### src/hw/cpu6502_pkg.sv
`default_nettype none

package cpu6502_pkg;

    localparam int DATA_W = 8;
    localparam int ADDR_W = 16;
    localparam int TCU_W  = 3;

    // Reset vector low byte with the high byte after it
    localparam logic [ADDR_W-1:0] RESET_VEC = 16'hFFFC;

    // Supported opcodes
    localparam logic [DATA_W-1:0] OP_LDA_IMM = 8'hA9;
    localparam logic [DATA_W-1:0] OP_LDX_IMM = 8'hA2;
    localparam logic [DATA_W-1:0] OP_LDY_IMM = 8'hA0;
    localparam logic [DATA_W-1:0] OP_ADC_IMM = 8'h69;
    localparam logic [DATA_W-1:0] OP_AND_IMM = 8'h29;
    localparam logic [DATA_W-1:0] OP_ORA_IMM = 8'h09;
    localparam logic [DATA_W-1:0] OP_EOR_IMM = 8'h49;
    localparam logic [DATA_W-1:0] OP_TAX     = 8'hAA;
    localparam logic [DATA_W-1:0] OP_INX     = 8'hE8;
    localparam logic [DATA_W-1:0] OP_NOP     = 8'hEA;
    localparam logic [DATA_W-1:0] OP_STA_ZP  = 8'h85;
    localparam logic [DATA_W-1:0] OP_STA_ABS = 8'h8D;
    localparam logic [DATA_W-1:0] OP_JMP_ABS = 8'h4C;

    typedef enum logic [2:0] {ALU_SUM, ALU_AND, ALU_OR, ALU_EOR, ALU_PASS} alu_op_e;

    typedef enum logic [1:0] {ADDR_PC, ADDR_DL_ZP, ADDR_DL_ABS, ADDR_VEC} addr_src_e;

    typedef enum logic [1:0] {SB_A, SB_X, SB_ADD, SB_DL} sb_src_e;

    // One cycle worth of control decoded from IR and TCU
    typedef struct packed {
        logic      pc_inc;
        logic      pc_load_lo;
        logic      pc_load_hi;
        addr_src_e addr_src;
        logic      vec_hi;
        logic      latch_lo;
        sb_src_e   sb_src;
        logic      load_a;
        logic      load_x;
        logic      load_y;
        alu_op_e   alu_op;
        logic      alu_b_one;
        logic      carry_in_c;
        logic      set_nz;
        logic      set_cv;
        logic      write;
    } ctrl_t;

    typedef struct packed {
        logic n;
        logic v;
        logic unused;
        logic b;
        logic d;
        logic i;
        logic z;
        logic c;
    } status_flags_t;

    // P register seen as flags or as a plain byte
    typedef union packed {
        status_flags_t             flags;
        logic [DATA_W-1:0]         raw;
    } status_u;

    typedef struct packed {
        logic [DATA_W-1:0] a;
        logic [DATA_W-1:0] x;
        logic [DATA_W-1:0] y;
        status_u           p;
        logic [DATA_W-1:0] ir;
        logic [TCU_W-1:0]  tcu;
    } debug_t;

endpackage

`default_nettype wire

### src/hw/alu.sv
`timescale 1ns/1ns
`default_nettype none

module alu (
    input  wire cpu6502_pkg::alu_op_e            i_op,
    input  wire logic [cpu6502_pkg::DATA_W-1:0]  i_a,
    input  wire logic [cpu6502_pkg::DATA_W-1:0]  i_b,
    input  wire logic                            i_carry,
    output logic [cpu6502_pkg::DATA_W-1:0]       o_result,
    output logic                                 o_carry,
    output logic                                 o_overflow
);

    import cpu6502_pkg::*;

    logic [DATA_W-1:0] sum;
    logic              sum_carry;

    // Binary add only
    assign {sum_carry, sum} = {1'b0, i_a} + {1'b0, i_b} + (DATA_W + 1)'(i_carry);

    always_comb begin
        o_carry    = 1'b0;
        o_overflow = 1'b0;
        case (i_op)
            ALU_SUM: begin
                o_result   = sum;
                o_carry    = sum_carry;
                // Like signs in, other sign out
                o_overflow = (i_a[DATA_W-1] == i_b[DATA_W-1]) &&
                             (sum[DATA_W-1] != i_a[DATA_W-1]);
            end
            ALU_AND: begin
                o_result = i_a & i_b;
            end
            ALU_OR: begin
                o_result = i_a | i_b;
            end
            ALU_EOR: begin
                o_result = i_a ^ i_b;
            end
            default: begin
                o_result = i_b;
            end
        endcase
    end

endmodule

`default_nettype wire

### src/hw/cpu6502.sv
`timescale 1ns/1ns
`default_nettype none

module cpu6502 (
    input  wire logic                            i_clk,
    input  wire logic                            i_rst_n,
    input  wire logic [cpu6502_pkg::DATA_W-1:0]  i_data,
    output logic [cpu6502_pkg::ADDR_W-1:0]       o_address,
    output logic                                 o_rw,
    output logic [cpu6502_pkg::DATA_W-1:0]       o_data,
    output logic                                 o_sync,
    output cpu6502_pkg::debug_t                  o_debug
);

    import cpu6502_pkg::*;

    logic [TCU_W-1:0]  tcu;
    logic              last_cycle;
    ctrl_t             ctrl;
    logic [DATA_W-1:0] ir;
    logic [DATA_W-1:0] dl;
    logic [ADDR_W-1:0] pc;
    debug_t            debug_regs;

    timing_control timing_control_inst (
        .i_clk        (i_clk),
        .i_rst_n      (i_rst_n),
        .i_last_cycle (last_cycle),
        .o_tcu        (tcu)
    );

    instr_decoder instr_decoder_inst (
        .i_clk        (i_clk),
        .i_rst_n      (i_rst_n),
        .i_tcu        (tcu),
        .i_dl         (dl),
        .o_ctrl       (ctrl),
        .o_last_cycle (last_cycle),
        .o_sync       (o_sync),
        .o_ir         (ir)
    );

    program_counter program_counter_inst (
        .i_clk   (i_clk),
        .i_rst_n (i_rst_n),
        .i_ctrl  (ctrl),
        .i_dl    (dl),
        .o_pc    (pc)
    );

    datapath datapath_inst (
        .i_clk        (i_clk),
        .i_rst_n      (i_rst_n),
        .i_ctrl       (ctrl),
        .i_pc         (pc),
        .i_data       (i_data),
        .o_dl         (dl),
        .o_address    (o_address),
        .o_rw         (o_rw),
        .o_data       (o_data),
        .o_debug_regs (debug_regs)
    );

    assign o_debug = '{a: debug_regs.a, x: debug_regs.x, y: debug_regs.y,
                       p: debug_regs.p, ir: ir, tcu: tcu};

endmodule

`default_nettype wire

### src/hw/datapath.sv
`timescale 1ns/1ns
`default_nettype none

module datapath (
    input  wire logic                            i_clk,
    input  wire logic                            i_rst_n,
    input  wire cpu6502_pkg::ctrl_t              i_ctrl,
    input  wire logic [cpu6502_pkg::ADDR_W-1:0]  i_pc,
    input  wire logic [cpu6502_pkg::DATA_W-1:0]  i_data,
    output logic [cpu6502_pkg::DATA_W-1:0]       o_dl,
    output logic [cpu6502_pkg::ADDR_W-1:0]       o_address,
    output logic                                 o_rw,
    output logic [cpu6502_pkg::DATA_W-1:0]       o_data,
    output cpu6502_pkg::debug_t                  o_debug_regs
);

    import cpu6502_pkg::*;

    logic [DATA_W-1:0] dl_q;
    logic [DATA_W-1:0] dl;
    logic [DATA_W-1:0] adl_q;
    logic [DATA_W-1:0] dor_q;
    logic [DATA_W-1:0] a_q;
    logic [DATA_W-1:0] x_q;
    logic [DATA_W-1:0] y_q;
    status_u           p_q;
    logic [DATA_W-1:0] sb;
    logic [DATA_W-1:0] alu_a;
    logic [DATA_W-1:0] alu_b;
    logic [DATA_W-1:0] alu_result;
    logic              alu_carry;
    logic              alu_overflow;

    // Input data latch opens on read cycles
    always_ff @(posedge i_clk) begin
        if (!i_ctrl.write) begin
            dl_q <= i_data;
        end
        if (i_ctrl.latch_lo) begin
            adl_q <= dl;
        end
        dor_q <= a_q;
    end

    assign dl = i_ctrl.write ? dl_q : i_data;

    // INX works on X and everything else on A
    assign alu_a = i_ctrl.load_x ? x_q : a_q;
    assign alu_b = i_ctrl.alu_b_one ? DATA_W'(1) : dl;

    alu alu_inst (
        .i_op       (i_ctrl.alu_op),
        .i_a        (alu_a),
        .i_b        (alu_b),
        .i_carry    (i_ctrl.carry_in_c & p_q.flags.c),
        .o_result   (alu_result),
        .o_carry    (alu_carry),
        .o_overflow (alu_overflow)
    );

    always_comb begin
        case (i_ctrl.sb_src)
            SB_A:    sb = a_q;
            SB_X:    sb = x_q;
            SB_ADD:  sb = alu_result;
            default: sb = dl;
        endcase
    end

    always_ff @(posedge i_clk) begin
        if (!i_rst_n) begin
            a_q     <= '0;
            x_q     <= '0;
            y_q     <= '0;
            p_q.raw <= '0;
        end else begin
            if (i_ctrl.load_a) begin
                a_q <= sb;
            end
            if (i_ctrl.load_x) begin
                x_q <= sb;
            end
            if (i_ctrl.load_y) begin
                y_q <= sb;
            end
            if (i_ctrl.set_nz) begin
                p_q.flags.n <= sb[DATA_W-1];
                p_q.flags.z <= (sb == '0);
            end
            if (i_ctrl.set_cv) begin
                p_q.flags.c <= alu_carry;
                p_q.flags.v <= alu_overflow;
            end
        end
    end

    always_comb begin
        case (i_ctrl.addr_src)
            ADDR_PC:     o_address = i_pc;
            ADDR_DL_ZP:  o_address = {{DATA_W{1'b0}}, dl_q};
            ADDR_DL_ABS: o_address = {dl_q, adl_q};
            default:     o_address = RESET_VEC | ADDR_W'(i_ctrl.vec_hi);
        endcase
    end

    assign o_dl   = dl;
    assign o_rw   = ~i_ctrl.write;
    assign o_data = dor_q;

    // IR and TCU are filled in by the top level
    assign o_debug_regs = '{a: a_q, x: x_q, y: y_q, p: p_q, ir: '0, tcu: '0};

endmodule

`default_nettype wire

### src/hw/instr_decoder.sv
`timescale 1ns/1ns
`default_nettype none

module instr_decoder (
    input  wire logic                          i_clk,
    input  wire logic                          i_rst_n,
    input  wire logic [cpu6502_pkg::TCU_W-1:0] i_tcu,
    input  wire logic [cpu6502_pkg::DATA_W-1:0] i_dl,
    output cpu6502_pkg::ctrl_t                 o_ctrl,
    output logic                               o_last_cycle,
    output logic                               o_sync,
    output logic [cpu6502_pkg::DATA_W-1:0]     o_ir
);

    import cpu6502_pkg::*;

    typedef enum logic [1:0] {RST_LO, RST_HI, RUN} state_e;

    state_e            state_q;
    logic [DATA_W-1:0] ir_q;
    ctrl_t             ctrl;
    logic              last_cycle;
    logic              sync;

    // Vector fetch runs once after reset
    always_ff @(posedge i_clk) begin
        if (!i_rst_n) begin
            state_q <= RST_LO;
        end else begin
            case (state_q)
                RST_LO:  state_q <= RST_HI;
                default: state_q <= RUN;
            endcase
        end
    end

    // Opcode is captured at the end of T0
    always_ff @(posedge i_clk) begin
        if (!i_rst_n) begin
            ir_q <= '0;
        end else if (state_q == RUN && i_tcu == '0) begin
            ir_q <= i_dl;
        end
    end

    always_comb begin
        ctrl          = '0;
        ctrl.addr_src = ADDR_PC;
        ctrl.sb_src   = SB_DL;
        ctrl.alu_op   = ALU_PASS;
        last_cycle    = 1'b0;
        sync          = 1'b0;

        case (state_q)
            RUN: begin
                if (i_tcu == '0) begin
                    sync        = 1'b1;
                    ctrl.pc_inc = 1'b1;
                end else begin
                    case (ir_q)
                        OP_LDA_IMM: begin
                            ctrl.pc_inc = 1'b1;
                            ctrl.load_a = 1'b1;
                            ctrl.set_nz = 1'b1;
                            last_cycle  = 1'b1;
                        end
                        OP_LDX_IMM: begin
                            ctrl.pc_inc = 1'b1;
                            ctrl.load_x = 1'b1;
                            ctrl.set_nz = 1'b1;
                            last_cycle  = 1'b1;
                        end
                        OP_LDY_IMM: begin
                            ctrl.pc_inc = 1'b1;
                            ctrl.load_y = 1'b1;
                            ctrl.set_nz = 1'b1;
                            last_cycle  = 1'b1;
                        end
                        OP_ADC_IMM: begin
                            ctrl.pc_inc     = 1'b1;
                            ctrl.sb_src     = SB_ADD;
                            ctrl.alu_op     = ALU_SUM;
                            ctrl.carry_in_c = 1'b1;
                            ctrl.load_a     = 1'b1;
                            ctrl.set_nz     = 1'b1;
                            ctrl.set_cv     = 1'b1;
                            last_cycle      = 1'b1;
                        end
                        OP_AND_IMM, OP_ORA_IMM, OP_EOR_IMM: begin
                            ctrl.pc_inc = 1'b1;
                            ctrl.sb_src = SB_ADD;
                            ctrl.alu_op = (ir_q == OP_AND_IMM) ? ALU_AND :
                                          (ir_q == OP_ORA_IMM) ? ALU_OR : ALU_EOR;
                            ctrl.load_a = 1'b1;
                            ctrl.set_nz = 1'b1;
                            last_cycle  = 1'b1;
                        end
                        OP_TAX: begin
                            ctrl.sb_src = SB_A;
                            ctrl.load_x = 1'b1;
                            ctrl.set_nz = 1'b1;
                            last_cycle  = 1'b1;
                        end
                        OP_INX: begin
                            ctrl.sb_src    = SB_ADD;
                            ctrl.alu_op    = ALU_SUM;
                            ctrl.alu_b_one = 1'b1;
                            ctrl.load_x    = 1'b1;
                            ctrl.set_nz    = 1'b1;
                            last_cycle     = 1'b1;
                        end
                        OP_STA_ZP: begin
                            if (i_tcu == TCU_W'(1)) begin
                                ctrl.pc_inc = 1'b1;
                            end else begin
                                ctrl.addr_src = ADDR_DL_ZP;
                                ctrl.write    = 1'b1;
                                last_cycle    = 1'b1;
                            end
                        end
                        OP_STA_ABS: begin
                            // T1 low byte, T2 high byte, T3 store
                            if (i_tcu == TCU_W'(1)) begin
                                ctrl.pc_inc   = 1'b1;
                                ctrl.latch_lo = 1'b1;
                            end else if (i_tcu == TCU_W'(2)) begin
                                ctrl.pc_inc = 1'b1;
                            end else begin
                                ctrl.addr_src = ADDR_DL_ABS;
                                ctrl.write    = 1'b1;
                                last_cycle    = 1'b1;
                            end
                        end
                        OP_JMP_ABS: begin
                            if (i_tcu == TCU_W'(1)) begin
                                ctrl.pc_inc     = 1'b1;
                                ctrl.pc_load_lo = 1'b1;
                            end else begin
                                ctrl.pc_load_hi = 1'b1;
                                last_cycle      = 1'b1;
                            end
                        end
                        OP_NOP: begin
                            last_cycle = 1'b1;
                        end
                        default: begin
                            // Unknown opcodes run as NOP
                            last_cycle = 1'b1;
                        end
                    endcase
                end
            end
            RST_HI: begin
                ctrl.addr_src   = ADDR_VEC;
                ctrl.vec_hi     = 1'b1;
                ctrl.pc_load_hi = 1'b1;
                last_cycle      = 1'b1;
            end
            default: begin
                ctrl.addr_src   = ADDR_VEC;
                ctrl.pc_load_lo = 1'b1;
                last_cycle      = 1'b1;
            end
        endcase
    end

    assign o_ctrl       = ctrl;
    assign o_last_cycle = last_cycle;
    assign o_sync       = sync;
    assign o_ir         = ir_q;

endmodule

`default_nettype wire

### src/hw/program_counter.sv
`timescale 1ns/1ns
`default_nettype none

module program_counter (
    input  wire logic                           i_clk,
    input  wire logic                           i_rst_n,
    input  wire cpu6502_pkg::ctrl_t             i_ctrl,
    input  wire logic [cpu6502_pkg::DATA_W-1:0] i_dl,
    output logic [cpu6502_pkg::ADDR_W-1:0]      o_pc
);

    import cpu6502_pkg::*;

    logic [DATA_W-1:0] pcl_q;
    logic [DATA_W-1:0] pch_q;
    // Low byte waits here until the high byte arrives
    logic [DATA_W-1:0] adl_hold_q;
    logic [DATA_W-1:0] pcl_inc;
    logic              pclc;

    assign {pclc, pcl_inc} = {1'b0, pcl_q} + (DATA_W + 1)'(1);

    always_ff @(posedge i_clk) begin
        if (!i_rst_n) begin
            pcl_q      <= '0;
            pch_q      <= '0;
            adl_hold_q <= '0;
        end else begin
            if (i_ctrl.pc_load_lo) begin
                adl_hold_q <= i_dl;
            end
            // A full load wins over the increment
            if (i_ctrl.pc_load_hi) begin
                pcl_q <= adl_hold_q;
                pch_q <= i_dl;
            end else if (i_ctrl.pc_inc) begin
                pcl_q <= pcl_inc;
                pch_q <= pch_q + DATA_W'(pclc);
            end
        end
    end

    assign o_pc = {pch_q, pcl_q};

endmodule

`default_nettype wire

### src/hw/timing_control.sv
`timescale 1ns/1ns
`default_nettype none

module timing_control (
    input  wire logic                          i_clk,
    input  wire logic                          i_rst_n,
    input  wire logic                          i_last_cycle,
    output logic [cpu6502_pkg::TCU_W-1:0]      o_tcu
);

    import cpu6502_pkg::*;

    logic [TCU_W-1:0] tcu_q;

    // T0 is always the opcode fetch
    always_ff @(posedge i_clk) begin
        if (!i_rst_n) begin
            tcu_q <= '0;
        end else if (i_last_cycle) begin
            tcu_q <= '0;
        end else begin
            tcu_q <= tcu_q + TCU_W'(1);
        end
    end

    assign o_tcu = tcu_q;

endmodule

`default_nettype wire

### config.mk
export PLATFORM = sky130hd
export DESIGN_NAME = cpu6502
export DESIGN_NICKNAME = d
export VERILOG_FILES = /design/src/hw/cpu6502_pkg.sv /design/src/hw/alu.sv /design/src/hw/cpu6502.sv /design/src/hw/datapath.sv /design/src/hw/instr_decoder.sv /design/src/hw/program_counter.sv /design/src/hw/timing_control.sv
export SDC_FILE = /design/constraint.sdc
export NUM_CORES = 1
export LEC_CHECK = 0
export ABC_AREA = 1
export ABC_CLOCK_PERIOD_IN_PS = 3250
export BUFFER_PORTS_ARGS = -buffer_cell sky130_fd_sc_hd__buf_2
export CORE_ASPECT_RATIO = 1.25
export CORE_MARGIN = 2
export CORE_UTILIZATION = 40
export CTS_BUF_LIST = sky130_fd_sc_hd__clkbuf_8
export DETAILED_ROUTE_END_ITERATION = 6
export GPL_TIMING_DRIVEN = 0
export MAX_ROUTING_LAYER = met4
export PLACE_DENSITY = 0.72
export RECOVER_POWER = 50
export SETUP_SLACK_MARGIN = 0.4
export SLEW_MARGIN = 0
export SYNTH_ARGS = -nofsm -noshare
export SYNTH_HDL_FRONTEND = slang
export SYNTH_SLANG_ARGS = --single-unit
### constraint.sdc
create_clock -name i_clk -period 3.25 [get_ports i_clk]
set_clock_uncertainty 0.1 [all_clocks]
set_input_delay 0.65 -clock i_clk [delete_from_list [all_inputs] [get_ports i_clk]]
set_output_delay 0.65 -clock i_clk [all_outputs]
set_load 0.05 [all_outputs]
==> metrics, run 1 <==
Die ar. 14300 sq um; Syn Area/Cell between 7 and 8 sq um; worst skew pair latency about 380 ps; placed wire-length estimate 12200 um; placed instance area 6130 sq um; CP delay by family, top simple AND/OR/NAND/NOR gates; Mapped Area 5360 sq um; drc violations 0; Site Rows 47; met3 routed WL 1570 um; #FFs+latches synth between 80 and 90; footprint of the multi-input gates 3580 sq um; area growth from synthesis to layout 44.4%; max incr delay on CP approximately 390 ps; LEAKAGE 0.00361 uW; Max Buffers Root-to-Sink 2; ratio of cells with drive above 1 in the final layout around 36%; pwr dens roughly 330 nW/um^2; Final setup viols 5; Fmax achieved 298 MHz; DR vias/cell 5.42; sequential share of the synthesized area 34.8%; via count 5907; Final Hold Viols 0; crit-path max FO 6; crit path DAT 3570 ps; Final period util 103%; core area 13200 sq um; Antenna diodes 0; CTS tree yes; YS warnings 0; setup ws final -103 ps; Worst Path Buf+Inv 6; Startpoint Class flip-flop; drt total wl 19000 um; slowest stage cell, crit path dfxtp_4; Finished Cell Area 7730 sq um; first-pass GRT wire length 27000 um; R2R setup slack -100 ps; RSZ-0062 raised after global routing yes; Yosys cell types 47; Clock Pin Slew Worst Setup and Hold Paths 100 ps; Slew Limit Fails 0; drt pass-1 iters 6; Slew @ Worst Pin 1070 ps; Placement Setup Slack -356 ps; pin count of the biggest net entering global routing 17; Max Used Layer met4; gr ovfl total 0; vias in the first global route 5359; WL/cell 17.5 um; antenna violations before repair 0; gr usage total about a quarter; # clock sinks 89; element type at the critical path end flip-flop; status finished with violations; Finished Core Util 58.7%; IO Pins 79; CP Cell Sequence inv_4, ha_4, inv_2, nor2_4, nor2_8, buf_12, nand2_8, buf_12, nand2_8, nand2_8, nor2_4, fa_2, inv_4, buf_4, a31oi_4, nand2_2, nand2_2, nand4_1, nand3_2, nand2_2, nor2_4, nand4_1, a21oi_1; Worst Hold Class flip-flop to flip-flop; Fill cells 1134; # nets final 950; Synth Instances 755; Starting Density 40.7%; Slew headroom 28.2%; Die H 133 um; M1 WL 6840 um; register area 1890 sq um; routed wl met2 roughly 9500 um; Peak VDD IR 0.243 mV; chip width 107 um; Post-DRT Antenna Nets 0; CTS H-tree lvls 3; Port Buffers 74; CP required 3460 ps; Max-Cap Viols 0; DRT iter0 DRCs approximately 550; CTS Root Cell clkbuf_8; post-route minimum period roughly 3400 ps; Hold Buf Count CTS 0; CTS buffer count 9; RD Place Congestion 0.991; Setup CP Type flip-flop to flip-flop; failing checks setup timing
-- Yosys cell counts, drive strengths merged --
library cell	count	share of area (%)
inv	152	11
nand2	173	13
a21oi	26	2.4
buf	10	1.3
xnor2	2	0.33
nand3	46	5.1
nor3	8	0.84
a211oi	4	0.56
o21ai	43	4.3
o22ai	6	0.70
edfxtp	8	4.5
a22oi	5	0.70
a221o	2	0.37
a221oi	1	0.16
nand4	10	1.3
o2111ai	1	0.16
ha	25	5.8
nor2	66	6.0
clkbuf	14	0.98
conb	1	0.070
dfxtp	81	30
a31o	1	0.16
nor4	1	0.12
o221ai	5	0.82
o21bai	4	0.56
a31oi	14	1.6
fa	1	0.37
nand3b	2	0.28
xor2	8	1.3
o211ai	32	4.5
or2	3	0.35
-- final timing paths --
kind                                                   start                      end  cells past startpoint
worst max-delay path            timing_control_inst.o_tcu[1]     datapath_inst.p_q[1]                     23
worst min-delay path                    datapath_inst.a_q[4]  datapath_inst.o_data[4]                      0
worst max register to register  timing_control_inst.o_tcu[1]     datapath_inst.p_q[1]                     23
worst min register to register          datapath_inst.a_q[4]  datapath_inst.o_data[4]                      0
-- layout by cell type, fill, tap and decap left out, drive strengths merged, types with 3 or more instances in the layout --
cell type  netlist  routed
nor3             8       8
clkbuf          14      45
a211oi           4       4
ha              25      25
conb             1       4
nor2            66      66
buf             10     132
inv            152     153
nand3           46      46
xor2             8       8
clkinvlp         0       3
o221ai           5       5
o21ai           43      43
a21oi           26      26
edfxtp           8       8
o211ai          32      32
nand4           10      10
a31oi           14      14
o21bai           4       4
dfxtp           81      81
a22oi            5       5
nand2          173     173
o22ai            6       6
or2              3       3
clkinv           0       3
-- cell type report --
cell class	instances	area share, %
inverters	152	7.72
well taps	171	2.77
multi-input cells	493	46.3
plain buffers	24	2.36
repair buffers	145	14.0
clock buffers	9	1.60
clock inverters	7	0.760
flip-flops and latches	89	24.4
-- worst register-to-register path, cell delays in order, from the launching register on --
cell,delay (ps)
dfxtp_4,390
inv_4,50
ha_4,150
inv_2,60
nor2_4,50
nor2_8,190
buf_12,140
nand2_8,70
buf_12,150
nand2_8,70
nand2_8,50
nor2_4,140
fa_2,250
inv_4,50
buf_4,140
a31oi_4,240
nand2_2,140
nand2_2,110
nand4_1,120
nand3_2,90
nand2_2,110
nor2_4,190
nand4_1,140
a21oi_1,130
-- flip-flops by register name, summed over array words and instances (netlist names), 4 cells and up --
name and cells:
datapath_inst.o_data 8, datapath_inst.x_q 8, datapath_inst.p_q 4, program_counter_inst.adl_hold_q 8, program_counter_inst.pch_q 8, program_counter_inst.pcl_q 8, datapath_inst.y_q 8, datapath_inst.a_q 8
datapath_inst.dl_q 8, instr_decoder_inst.o_ir 8, datapath_inst.adl_q 8
-- cells by family (layout without fill, tap and decap cells) --
logic type	count (synthesis)	after routing	share of synthesized area (%)
XOR/XNOR	10	10	1.64
AO/OA/AOI/OAI	144	144	17.1
other	1	4	0.0700
buffers and inverters	176	337	12.9
flip-flops	89	89	34.8
AND/OR/NAND/NOR	309	309	27.4
adder cells (fa/ha/maj)	26	26	6.21
-- per-layer routing --
metal,vias to the layer above,GRT usage (%)
met3,97,4.11
met1,2693,28.3
met2,353,42.4
met5,-,-
li1,2764,-
met4,0,12.3
-- per-stage QoR --
stage / instances / TNS [ps] / hold WS (ps) / power, uW
global placement: 1003 / -2270 / 275 / 1710
CTS: 1065 / 0 / 293 / 2510
floorplan: 758 / 0 / 353 / 1590
global route: 1090 / -2110 / 303 / 2680
finish: 1090 / -349 / 290 / 2590
detailed placement: 1003 / -2750 / 280 / 1720
-- power by group --
| group | total, uW | switching (uW) | internal (uW) |
|---|---|---|---|
| logic | 665 | 443 | 222 |
| registers | 1190 | 43.1 | 1150 |
| clock network | 729 | 444 | 285 |
| total | 2590 | 930 | 1660 |
-- repair_timing --
item / in CTS / in global routing
gates resized for setup: 115 / 91
endpoints found under the setup margin: 44 / 46
pin swaps: 27 / 47
setup buffers: 43 / 25
cloned: 3 / 0
No activity file was read; power rests on OpenSTA's default activity.
==> run 2: changes to the inputs <==
--- a/config.mk
+++ b/config.mk
@@ -10,13 +10,13 @@
 export BUFFER_PORTS_ARGS = -buffer_cell sky130_fd_sc_hd__buf_2
 export CORE_ASPECT_RATIO = 1.25
 export CORE_MARGIN = 2
-export CORE_UTILIZATION = 40
+export CORE_UTILIZATION = 45
 export CTS_BUF_LIST = sky130_fd_sc_hd__clkbuf_8
 export DETAILED_ROUTE_END_ITERATION = 6
 export GPL_TIMING_DRIVEN = 0
 export MAX_ROUTING_LAYER = met4
-export PLACE_DENSITY = 0.72
-export RECOVER_POWER = 50
+export PLACE_DENSITY = 0.78
+export REMOVE_ABC_BUFFERS = 1
 export SETUP_SLACK_MARGIN = 0.4
 export SLEW_MARGIN = 0
 export SYNTH_ARGS = -nofsm -noshare
==> metrics, run 2 (synthesized netlist as in run 1, its figures left out) <==
status complete, no violations; CTS tree yes; Final Hold Viols 0; Placement Setup Slack -707 ps; R2R setup slack 110 ps; first-pass GRT wire length 25700 um; Final setup viols 0; Peak VDD IR around 0.26 mV; Final period util 96.9%; worst skew pair latency 380 ps; Antenna diodes 0; # clock sinks 89; DR vias/cell 5.37; CTS buffer count 9; gr ovfl total 0; LEAKAGE 0.00356 uW; crit-path max FO 5; slowest stage cell, crit path dfxtp_4; CP Cell Sequence inv_4, ha_4, o21ai_4, nand3_4, buf_6, o21ai_4, buf_6, nor2_4, buf_6, a221o_1, buf_6; Post-DRT Antenna Nets 0; drc violations 0; Setup CP Type flip-flop to output port; vias in the first global route 5181; Hold Buf Count CTS 0; pin count of the biggest net entering global routing 42; post-route minimum period 3150 ps; Port Buffers 74; Finished Core Util 64.4%; pwr dens roughly 340 nW/um^2; Post-Layout Cell Count 1059; antenna violations before repair 0; Slew @ Worst Pin 1130 ps; setup ws final 100 ps; Clock Pin Slew Worst Setup and Hold Paths approximately 90 ps; RSZ-0062 raised after global routing yes; Die H between 100 and 150 um; Slew Limit Fails 0; drt pass-1 iters 5; Site Rows between 40 and 50; Die ar. 12800 sq um; Max-Cap Viols 0; Placed Instances 969; Slew headroom between 20% and 30%; placed wire-length estimate 10600 um; IO Pins just under 80; Max Buffers Root-to-Sink 2; area growth from synthesis to layout 39.7%; via count around 5700; chip width 102 um; Fmax achieved 317 MHz; cell count of the worst hold path 0; CP required 2500 ps; element type at the critical path end output port; Startpoint Class flip-flop; ratio of cells with drive above 1 in the final layout 38.2%; gr usage total roughly a quarter; core area about 12000 sq um; Worst Hold Class flip-flop to flip-flop; CTS Root Cell clkbuf_8; crit path DAT 2400 ps; WL/cell 16.2 um; most common cell after layout, fill and taps aside nand2_1; # nets final between 900 and 1000; reg2reg path depth 20; Total Power ~2500 uW; drt total wl approximately 17000 um; commonest non-fill, non-tap cells in the layout nand2_1 (133), inv_1 (126), dfxtp_1 (74); DRT iter0 DRCs 343; Crit path top cell by count buf_6; CTS H-tree lvls 3; max incr delay on CP 390 ps; RD Place Congestion 0.930; Starting Density 46.1%
-- run 2: changes by cell type in the layout (fill, tap and decap cells not counted), sizes merged --
| cell | delta |
|---|---|
| buf | +11 |
| nand2 | +2 |
| bufbuf | -1 |
| clkinvlp | +1 |
| nor2 | +2 |
| clkbuf | -36 |
-- run 2: repair_timing --
| action | in CTS | in global routing |
|---|---|---|
| setup endpoints to repair | 47 | 57 |
| gates cloned | 4 | 1 |
| pin swaps | 41 | 51 |
| buffers inserted | 37 | 32 |
| resized for setup | 155 | 93 |
| hold endpoints to repair | 0 | 0 |
-- run 2: worst paths after layout --
check | from | endpoint
setup / recovery | timing_control_inst.o_tcu[1] | o_address[13]
hold / removal | datapath_inst.a_q[0] | datapath_inst.o_data[0]
setup reg to reg | timing_control_inst.o_tcu[0] | datapath_inst.y_q[7]
hold reg to reg | datapath_inst.a_q[0] | datapath_inst.o_data[0]
-- run 2: through the flow --
step	cell area, sq um	TNS, ps	hold slack [ps]
4_1_cts	6890	0	296
3_5_place_dp	5820	-15380	282
5_1_grt	7480	-33.1	308
2_1_floorplan	5250	-8930	355
3_3_place_gp	5820	-13770	280
6_report	7480	0	294
-- run 2: cell type report --
type / count / area [sq um]
Tap cell: 161 / 201
Multi-Input combinational cell: 497 / 3580
Clock buffer: 9 / 124
Inverter: 152 / 591
Timing Repair Buffer: 143 / 1050
Fill cell: 927 / 4130
Timing Repair inverter: 1 / 7.51
Sequential cell: 89 / 1880
Clock inverter: 7 / 48.8
-- run 2: report_power, final --
group	total [uW]	internal, uW	switching [uW]
logic	636	210	426
registers	1200	1150	45.3
clock network	691	276	415
total	2520	1640	886
-- run 2: per-layer routing --
layer  GRT usage [%]  wire (um)  vias to the layer above
met5               -          0                        -
met4            13.2        961                        0
met3            4.55        984                       76
li1                -          -                     2724
met1            31.5       6820                     2646
met2            41.8       8390                      237
-- run 2: worst max-delay path, delay by kind of cell (launching register included) --
kind            cells  cell delay [ps]
flops               1              390
fa+ha+maj           1              170
compound gates      3              660
simple gates        2              180
buf+inv             5              620
==> run 3: changes to the inputs <==
--- a/config.mk
+++ b/config.mk
@@ -7,7 +7,7 @@
 export LEC_CHECK = 0
 export ABC_AREA = 1
 export ABC_CLOCK_PERIOD_IN_PS = 3250
-export BUFFER_PORTS_ARGS = -buffer_cell sky130_fd_sc_hd__buf_2
+export BUFFER_PORTS_ARGS = -buffer_cell sky130_fd_sc_hd__buf_4
 export CORE_ASPECT_RATIO = 1.25
 export CORE_MARGIN = 2
 export CORE_UTILIZATION = 45
==> metrics, run 3 (synthesized netlist as in run 1, its figures left out) <==
Clock Pin Slew Worst Setup and Hold Paths 90 ps; crit path launch timing_control_inst.o_tcu[0]; Setup CP Type flip-flop to flip-flop; CTS buffer count 9; Starting Density 46.1%; via count between 5000 and 6000; Antenna diodes 0; reg2reg start timing_control_inst.o_tcu[0]; commonest non-fill, non-tap cells in the layout nand2_1 (135), inv_1 (127), buf_4 (109); footprint of the multi-input gates 3530 sq um; internal power consumption 1750 uW; Max-Cap Viols 0; Final setup viols 0; post-route minimum period 3230 ps; most common cell after layout, fill and taps aside nand2_1; Fmax achieved between 300 and 400 MHz; Fill cells 889; placed wire-length estimate approximately 11000 um; sequential power share between 40% and 50%; antenna violations before repair 0; WL/cell 17.0 um; slowest stage cell, crit path dfxtp_4; Slew headroom 23.8%; IO Pins 79; Max Used Layer met4; Peak VDD IR 0.217 mV; element type at the critical path end flip-flop; pwr dens 348 nW/um^2; Port Buffers 74; LEAKAGE 0.00354 uW; drt pass-1 iters 5; chip width 102 um; CP required 3450 ps; core area 11600 sq um; CTS tree yes; cell count of the worst hold path 0; gr usage total 26.9%; M1 WL 6770 um; crit path DAT 3430 ps; CP Cell Sequence buf_12, ha_4, o21ai_4, nand3_4, nand2_8, nand3_4, nand2_4, nor2_4, fa_2, inv_2, ha_4, inv_2, nor2_2, nor2_1, nand2_1, nor2_4, nand3_2, nor2_1, nand2_1, nor2_1, nand4_1, a21oi_2; RD Place Congestion roughly 0.95; Final period util 99.4%; Die H 126 um; Placement Setup Slack -712 ps; Combinational Power Share 23.8%; CTS Root Cell clkbuf_8; Total Power 2620 uW; Clk network pwr share 30.6%; Startpoint Class flip-flop; Die ar. 12800 sq um; setup ws final 19.1 ps; Switch Pwr 873 uW; Post-DRT Antenna Nets 0; Switching Share 33.2%; Hold Buf Count CTS 0; gr ovfl total 0; drt total wl 17800 um; Finished Core Util 65.0%; Final Hold Viols 0; placed instance area ~6000 sq um; # nets final 920; reg2reg path depth 22; worst skew pair latency around 380 ps; crit-path max FO 5; Slew Limit Fails 0; Reg-to-Reg End datapath_inst.p_q[1]; first-pass GRT wire length 26200 um; area growth from synthesis to layout 41.0%; worst setup path end datapath_inst.p_q[1]; status complete, no violations; vias in the first global route 5391; RSZ-0062 raised after global routing yes; CTS H-tree lvls 3; Site Rows 44; ratio of cells with drive above 1 in the final layout between 30% and 40%; R2R setup slack roughly 19 ps; DR vias/cell 5.47; Worst Hold Class flip-flop to flip-flop; met3 routed WL 1440 um; final setup TNS 0 ps; Crit path top cell by count nor2_1; Finished Cell Area between 7000 and 8000 sq um; # clock sinks around 90; DRT iter0 DRCs 489; Max Buffers Root-to-Sink 2; Slew @ Worst Pin 1130 ps; routed wl met2 8440 um; pin count of the biggest net entering global routing 42; register area roughly 1900 sq um; drc violations 0; max incr delay on CP between 300 and 400 ps
[run 3: cell types whose count changed in the layout (fill, tap and decap cells not counted), sizes merged]
cell | previous run | this run
clkinv | 3 | 2
nor2 | 68 | 67
bufinv | 0 | 1
clkbuf | 9 | 11
buf | 143 | 136
clkinvlp | 4 | 1
[run 3: worst min-delay path by stage]
| stage | from | end | slack, ps |
|---|---|---|---|
| 2_1_floorplan | program_counter_inst.pcl_q[7] | program_counter_inst.pcl_q[7] | 360 |
| 3_3_place_gp | datapath_inst.a_q[4] | datapath_inst.o_data[4] | 290 |
| 3_5_place_dp | datapath_inst.a_q[0] | datapath_inst.o_data[0] | 290 |
| 4_1_cts | datapath_inst.a_q[0] | datapath_inst.o_data[0] | 300 |
| 5_1_grt | datapath_inst.a_q[4] | datapath_inst.o_data[4] | 320 |
| 6_report | datapath_inst.a_q[6] | datapath_inst.o_data[6] | 310 |
[run 3: repair_timing]
| item | 4_1_cts | 5_1_grt |
|---|---|---|
| cloned | 3 | 0 |
| gates resized for setup | 154 | 60 |
| setup buffers | 42 | 20 |
| endpoints found under the setup margin | 46 | 57 |
| pin swaps | 56 | 34 |
[run 3: stage by stage]
step                instances  hold WS (ps)
CTS                      1030           301
floorplan                 734           355
finish                   1050           306
global placement          969           285
detailed placement        969           287
global route             1050           320
[run 3: metal layers]
| metal | up-vias | GRT usage [%] |
|---|---|---|
| met4 | 0 | 16.7 |
| met2 | 301 | 42.6 |
| li1 | 2714 | - |
| met3 | 94 | 4.44 |
| met5 | - | - |
| met1 | 2636 | 31.3 |
[run 3: power groups by stage]
stage	Clock, uW	Combinational [uW]	Sequential (uW)
floorplan	0	312	1240
CTS	807	572	1190
finish	802	626	1200
global route	844	664	1200
detailed placement	0	484	1220
global placement	0	480	1210
[run 3: worst max-delay path, delay by kind of cell, from the launching register on]
kind                     cells  cell delay, ps
adder cells (fa/ha/maj)      3             730
AND/OR/NAND/NOR             14            1350
buffers and inverters        3             260
AO/OA/AOI/OAI                2             360
flip-flops                   1             370
[run 3: cell type report]
| type | count | area share [%] |
|---|---|---|
| multi-input combinational | 496 | 46.8 |
| timing repair buffer | 136 | 15.2 |
| tap | 161 | 2.67 |
| sequential | 89 | 24.8 |
| clock inverter | 5 | 0.729 |
| clock buffer | 11 | 2.00 |
| inverter | 152 | 7.75 |
